--- config.mk ---
export PLATFORM = sky130hd
export DESIGN_NAME = biquad_flat
export DESIGN_NICKNAME = d
export VERILOG_FILES = /design/src/rtl/biquad_pkg.sv /design/src/rtl/coef_if.sv /design/src/rtl/biquad.sv /design/src/rtl/fixed_mult.sv /design/src/rtl/signed_cast.sv /design/src/flat_wrapper.sv
export VERILOG_INCLUDE_DIRS = /design/src /design/src/rtl
export SDC_FILE = /design/constraint.sdc
export NUM_CORES = 2
export LEC_CHECK = 0
export BUFFER_PORTS_ARGS = -buffer_cell sky130_fd_sc_hd__buf_2
export CELL_PAD_IN_SITES_DETAIL_PLACEMENT = 0
export CELL_PAD_IN_SITES_GLOBAL_PLACEMENT = 1
export CORE_MARGIN = 4
export CORE_UTILIZATION = 50
export CTS_CLUSTER_DIAMETER = 60
export DETAILED_ROUTE_END_ITERATION = 10
export PLACE_DENSITY_LB_ADDON = 0.3
export SYNTH_ARGS = -nofsm -noshare
export SYNTH_HDL_FRONTEND = slang
export SYNTH_SLANG_ARGS = --single-unit
--- constraint.sdc ---
create_clock -name clk -period 16.2 [get_ports clk]
set_input_delay 2.43 -clock clk [delete_from_list [all_inputs] [get_ports clk]]
set_output_delay 2.43 -clock clk [all_outputs]
set_load 0.01 [all_outputs]
--- src/rtl/biquad_defines.svh ---
`ifndef BIQUAD_DEFINES_SVH
`define BIQUAD_DEFINES_SVH

// Sample format, Q1.14 in a 16 bit word.
`define DATA_WIDTH 16
`define DATA_POINT 14

// Coefficient format. With 14 fraction bits 1.0 is 16384.
`define COEF_WIDTH 16
`define COEF_POINT 14

// Wide enough for five full products without overflow.
`define ACC_WIDTH 40

`define SECTIONS 2
`define COEF_ADDR_WIDTH 4

// ********************
// Timing
`define MULT_LATENCY 2
`define SECTION_LATENCY 4
`define SAMPLE_GAP_MIN 5

`endif

--- src/rtl/biquad_pkg.sv ---
`include "biquad_defines.svh"

package biquad_pkg;

    // Signed sample word as it travels between sections.
    typedef logic signed [`DATA_WIDTH-1:0] sample_t;

    // Signed filter coefficient.
    typedef logic signed [`COEF_WIDTH-1:0] coef_t;

    // Full precision product of a sample and a coefficient.
    typedef logic signed [`DATA_WIDTH+`COEF_WIDTH-1:0] prod_t;

    // Accumulator that sums the five products of one section.
    typedef logic signed [`ACC_WIDTH-1:0] acc_t;

    // Position of a coefficient inside its section.
    // The write address is section * 5 + index.
    typedef enum logic [2:0] {
        B0 = 3'd0,
        B1 = 3'd1,
        B2 = 3'd2,
        A1 = 3'd3,
        A2 = 3'd4
    } coef_idx_e;

endpackage

--- src/rtl/coef_if.sv ---
`timescale 1ns/10ps

interface coef_if;
    import biquad_pkg::*;

    // Feed forward terms.
    coef_t b0;
    coef_t b1;
    coef_t b2;

    // Feedback terms, subtracted inside the section.
    coef_t a1;
    coef_t a2;

    modport bank (
        output b0, b1, b2, a1, a2
    );

    modport section (
        input b0, b1, b2, a1, a2
    );

endinterface

--- src/rtl/biquad.sv ---
`timescale 1ns/10ps

module biquad (
    input  logic                clk,
    input  logic                rst_n,
    input  logic                clear,
    coef_if.section             coefs,
    input  biquad_pkg::sample_t din,
    input  logic                din_valid,
    output biquad_pkg::sample_t dout,
    output logic                dout_valid
);
    import biquad_pkg::*;

    sample_t x1;
    sample_t x2;
    sample_t y1;
    sample_t y2;
    logic    accept;
    prod_t   p_b0;
    prod_t   p_b1;
    prod_t   p_b2;
    prod_t   p_a1;
    prod_t   p_a2;
    logic    prod_valid;
    acc_t    sum;
    logic    sum_valid;

    assign accept = din_valid && !clear;

    // ********************
    // Input history
    // The multipliers capture the old x1 and x2 on the same edge as the shift.
    always_ff @(posedge clk) begin
        if (!rst_n || clear) begin
            x1 <= '0;
            x2 <= '0;
        end else if (accept) begin
            x2 <= x1;
            x1 <= din;
        end
    end

    fixed_mult b0_mult (
        .clk(clk), .rst_n(rst_n), .a(din), .b(coefs.b0), .in_valid(accept),
        .p(p_b0), .out_valid(prod_valid)
    );

    fixed_mult b1_mult (
        .clk(clk), .rst_n(rst_n), .a(x1), .b(coefs.b1), .in_valid(accept),
        .p(p_b1), .out_valid()
    );

    fixed_mult b2_mult (
        .clk(clk), .rst_n(rst_n), .a(x2), .b(coefs.b2), .in_valid(accept),
        .p(p_b2), .out_valid()
    );

    fixed_mult a1_mult (
        .clk(clk), .rst_n(rst_n), .a(y1), .b(coefs.a1), .in_valid(accept),
        .p(p_a1), .out_valid()
    );

    fixed_mult a2_mult (
        .clk(clk), .rst_n(rst_n), .a(y2), .b(coefs.a2), .in_valid(accept),
        .p(p_a2), .out_valid()
    );

    // ********************
    // Accumulate
    always_ff @(posedge clk) begin
        if (prod_valid) begin
            sum <= acc_t'(p_b0) + acc_t'(p_b1) + acc_t'(p_b2)
                 - acc_t'(p_a1) - acc_t'(p_a2);
        end
    end

    always_ff @(posedge clk) begin
        if (!rst_n) begin
            sum_valid <= 1'b0;
        end else begin
            sum_valid <= prod_valid;
        end
    end

    signed_cast u_cast (
        .clk(clk), .rst_n(rst_n), .din(sum), .in_valid(sum_valid),
        .dout(dout), .out_valid(dout_valid)
    );

    // Output history shifts as the result leaves, one cycle ahead of the next sample.
    always_ff @(posedge clk) begin
        if (!rst_n || clear) begin
            y1 <= '0;
            y2 <= '0;
        end else if (dout_valid) begin
            y2 <= y1;
            y1 <= dout;
        end
    end

endmodule

--- src/rtl/fixed_mult.sv ---
`timescale 1ns/10ps

module fixed_mult (
    input  logic                clk,
    input  logic                rst_n,
    input  biquad_pkg::sample_t a,
    input  biquad_pkg::coef_t   b,
    input  logic                in_valid,
    output biquad_pkg::prod_t   p,
    output logic                out_valid
);
    import biquad_pkg::*;

    sample_t a_reg;
    coef_t   b_reg;
    prod_t   p_reg;
    logic    stage1_valid;

    // Operand registers, then the product register, as in a DSP slice.
    always_ff @(posedge clk) begin
        a_reg <= a;
        b_reg <= b;
        p_reg <= a_reg * b_reg;
    end

    always_ff @(posedge clk) begin
        if (!rst_n) begin
            stage1_valid <= 1'b0;
            out_valid    <= 1'b0;
        end else begin
            stage1_valid <= in_valid;
            out_valid    <= stage1_valid;
        end
    end

    assign p = p_reg;

endmodule

--- src/rtl/signed_cast.sv ---
`timescale 1ns/10ps
`include "biquad_defines.svh"

module signed_cast (
    input  logic                clk,
    input  logic                rst_n,
    input  biquad_pkg::acc_t    din,
    input  logic                in_valid,
    output biquad_pkg::sample_t dout,
    output logic                out_valid
);
    import biquad_pkg::*;

    localparam acc_t SAT_MAX = acc_t'((1 <<< (`DATA_WIDTH - 1)) - 1);
    localparam acc_t SAT_MIN = -acc_t'(1 <<< (`DATA_WIDTH - 1));

    acc_t    shifted;
    sample_t clamped;

    // Arithmetic shift floors toward minus infinity.
    assign shifted = din >>> `COEF_POINT;

    always_comb begin
        if (shifted > SAT_MAX) begin
            clamped = sample_t'(SAT_MAX);
        end else if (shifted < SAT_MIN) begin
            clamped = sample_t'(SAT_MIN);
        end else begin
            clamped = sample_t'(shifted);
        end
    end

    always_ff @(posedge clk) begin
        if (in_valid) begin
            dout <= clamped;
        end
    end

    always_ff @(posedge clk) begin
        if (!rst_n) begin
            out_valid <= 1'b0;
        end else begin
            out_valid <= in_valid;
        end
    end

endmodule

--- src/flat_wrapper.sv ---
// flat-port wrapper written by rule: the top's interface ports become plain ports
module biquad_flat import biquad_pkg::*;
  (clk, rst_n, clear, din, din_valid, dout, dout_valid, coefs_b0, coefs_b1, coefs_b2, coefs_a1, coefs_a2);
  coef_if coefs_i ();
  input  logic clk;
  input  logic rst_n;
  input  logic clear;
  input  biquad_pkg::sample_t din;
  input  logic din_valid;
  output biquad_pkg::sample_t dout;
  output logic dout_valid;
  input wire logic [$bits(coefs_i.b0)-1:0] coefs_b0;
  input wire logic [$bits(coefs_i.b1)-1:0] coefs_b1;
  input wire logic [$bits(coefs_i.b2)-1:0] coefs_b2;
  input wire logic [$bits(coefs_i.a1)-1:0] coefs_a1;
  input wire logic [$bits(coefs_i.a2)-1:0] coefs_a2;
  assign coefs_i.b0 = coefs_b0;
  assign coefs_i.b1 = coefs_b1;
  assign coefs_i.b2 = coefs_b2;
  assign coefs_i.a1 = coefs_a1;
  assign coefs_i.a2 = coefs_a2;
  biquad u_core (.clk(clk), .rst_n(rst_n), .clear(clear), .coefs(coefs_i), .din(din), .din_valid(din_valid), .dout(dout), .dout_valid(dout_valid));
endmodule
==> flow_metrics.py <==
metrics = {
    "sta": {
        "skew_ps": 40.9,
        "setup_tns_ps": 0,
        "worst_pin_slew_ps": 1170,
        "final-setup-viol-count": 0,
        "period_share_pct": 41.7,
        "fin_ws_ps": 9440,
        "relSlewSlack_pct": 21.8,
        "drv_slew": 0,
        "rsz0062_at_grt": "no",
        "fmax_mhz": 148,
        "finalCriticalPeriod_ps": 6760,
        "hold_viol_final": 0,
    },
    "power": {
        "vdd_drop_max_mv": 0.359,
        "p_sw_share_pct": 47.5,
        "pwr-share-clk_pct": 13.4,
        "power.density_nw_per_um2": 165,
        "p_switching_mw": 5.29,
        "total_power_mw": 11.1,
        "p_leak_nw": 34.4,
        "pwr-share-seq_pct": 15.2,
        "power_frac_comb_pct": 71.4,
        "internal-power_mw": 5.84,
    },
    "final_layout": {
        "nNetsFinal": 8443,
        "area_growth_syn_to_layout_pct": 6.87,
        "mostFrequentLayoutCells": "inv_1, fa_1, nand2_1",
        "drive_above_1_share_pct": 4.28,
        "final_util_pct": 53.8,
        "layout_commonest_cell": "inv_1",
        "post-route-cell-area_um2": 67600,
    },
    "logic_synthesis": {
        "netlist_instances": 6478,
        "synth-edff-count": 42,
        "seq_area_frac_synth_pct": 14.3,
        "synthFlopType": "dfxtp_1",
        "synth.net_count": 8431,
        "synth.avg_cell_area_um2": 9.76,
        "syn_area_um2": 63200,
        "synth_cell_types": 76,
        "ys_warn_count": 0,
        "synth-seq-cells": 430,
        "async_reset_ff_share_pct": 0,
    },
    "global_routing": {
        "grt_pass1_wl_um": 247000,
        "track_usage_pct": 23.9,
        "grt_remaining_overflow": 0,
        "first_global_vias": 45693,
        "antenna_found_initial": 6,
        "grt_max_degree": 66,
    },
    "detailed_routing": {
        "antenna_left": 0,
        "vias": 41707,
        "avgViaCountPerCell": 5.09,
        "drt_iter0_markers": 2072,
        "drc_errors": 0,
        "wl_per_cell_um": 18.2,
        "wirelength_um": 149000,
        "dr.pass1.iters": 7,
    },
    "place": {
        "place_congestion": 0.891,
        "portBuffers": 116,
        "place_ws_ps": 9460,
        "placed_area_um2": 65300,
        "hpwl_um": 123000,
    },
    "critical_path": {
        "critPathLaunchType": "flip-flop",
        "timing_worst_setup_path_type": "reg2reg",
        "rrSetupSlack_ps": 9440,
        "cp_max_fo": 16,
        "arrival_ps": 7300,
        "cp_data_required_time_ps": 16740,
        "worstSetupEndpointType": "flip-flop",
    },
    "outcome": {
        "status": "completed",
    },
    "clock_network": {
        "cts_sinks": 430,
        "postCtsResizedCells": 0,
        "path_clk_slew_ps": 50,
        "cts_hold_buf": 0,
        "cts_buffers": 69,
        "cts_tree": "yes",
        "clock_latency_ps": 670,
        "cts_max_level": 3,
        "cts_root_buffer": "clkbuf_16",
        "cts_setup_buffers": 0,
        "cts.path.max_buffers": 3,
    },
    "die": {
        "die_width_um": 364,
        "num_io_pins": 117,
        "dieHeight_um": 364,
        "rows": 130,
        "start_util_pct": 50.3,
        "die-area_um2": 132000,
        "coreArea_um2": 126000,
    },
    "min_path": {
        "holdCritPathClass": "reg2reg",
    },
    "job": {
        "cap_viol_max_count": 0,
    },
}
==> logic make-up after synthesis <==
group / count (synthesis) / synth area share, %
fa+ha+maj: 1853 / 53.0
simple gates: 1724 / 13.4
buf+inv: 1694 / 10.1
compound gates: 494 / 5.15
flops: 430 / 14.3
xor+xnor: 213 / 2.95
mux: 70 / 1.12
==> power by group through the flow <==
stage	clock network [mW]	logic [mW]	registers, mW
after floorplan	0	6.05	1.60
after global placement	0	7.75	1.71
after detailed placement	0	7.85	1.72
after CTS	1.54	7.92	1.69
after global routing	1.58	8.95	1.71
final	1.49	7.95	1.69
==> per-stage QoR <==
step                cells  hold WS (ps)
floorplan            6478           330
global placement     8069           336
detailed placement   8069           337
CTS                  8194           349
global route         8195           350
finish               8195           349
==> synth_stat cells, drive strengths merged (11+ instances only) <==
cell type	instances	area [um2]
inv	1505	5650
edfxtp	42	1260
nand2b	38	238
mux2i	65	651
and2	636	3980
buf	12	46.3
clkbuf	177	664
dfxtp	388	7770
ha	478	5980
nand2	662	2480
nor2b	17	106
fa	1375	27500
a21o	60	458
o21bai	21	161
nor3	32	160
o21a	51	383
or2	11	68.8
and3	17	106
nand3	32	160
a211oi	23	185
xor2	59	517
nand4	19	119
o21ai	92	464
xnor2	154	1350
o31ai	12	90.1
a21oi	144	724
nor2	238	893
==> worst max-delay path: stages (launching register included) <==
cell and delay, ps:
dfxtp_1 870, nand2_1 180, fa_1 560, inv_1 60, fa_1 480, fa_1 570, fa_1 470, fa_1 500
inv_1 50, fa_1 470, inv_1 40, ha_1 340, a21oi_1 150, o21ai_1 90, o21a_1 200, o21a_1 170
a311oi_2 560, o21bai_1 190, a2111oi_0 420, o21bai_1 120, xnor2_1 140
==> cell type report <==
class	instances	area [um2]
timing repair buffer	130	686
clock inverter	44	487
inverter	1505	5650
fill	11412	58000
antenna	1	2.50
tap	1650	2060
clock buffer	81	1810
multi-input combinational	4354	47800
sequential	430	9030
==> routing by layer <==
| layer | wire length [um] | GRT usage (%) | vias to the layer above |
|---|---|---|---|
| met2 | 73500 | 40.8 | 862 |
| met1 | 64000 | 32.0 | 21311 |
| li1 | - | - | 19316 |
| met5 | 0 | 0 | - |
| met3 | 6630 | 3.26 | 218 |
| met4 | 4720 | 6.96 | 0 |
==> path summary, 6_finish.rpt <==
path              cells after the start                 endpoint                    start
setup reg to reg                     20     u_core.b2_mult.p[25]  u_core.b2_mult.a_reg[9]
setup / recovery                     20     u_core.b2_mult.p[25]  u_core.b2_mult.a_reg[9]
hold reg to reg                       0  u_core.b2_mult.a_reg[2]             u_core.x2[2]
hold / removal                        0  u_core.b2_mult.a_reg[2]             u_core.x2[2]
No activity file was read; power rests on OpenSTA's default activity.
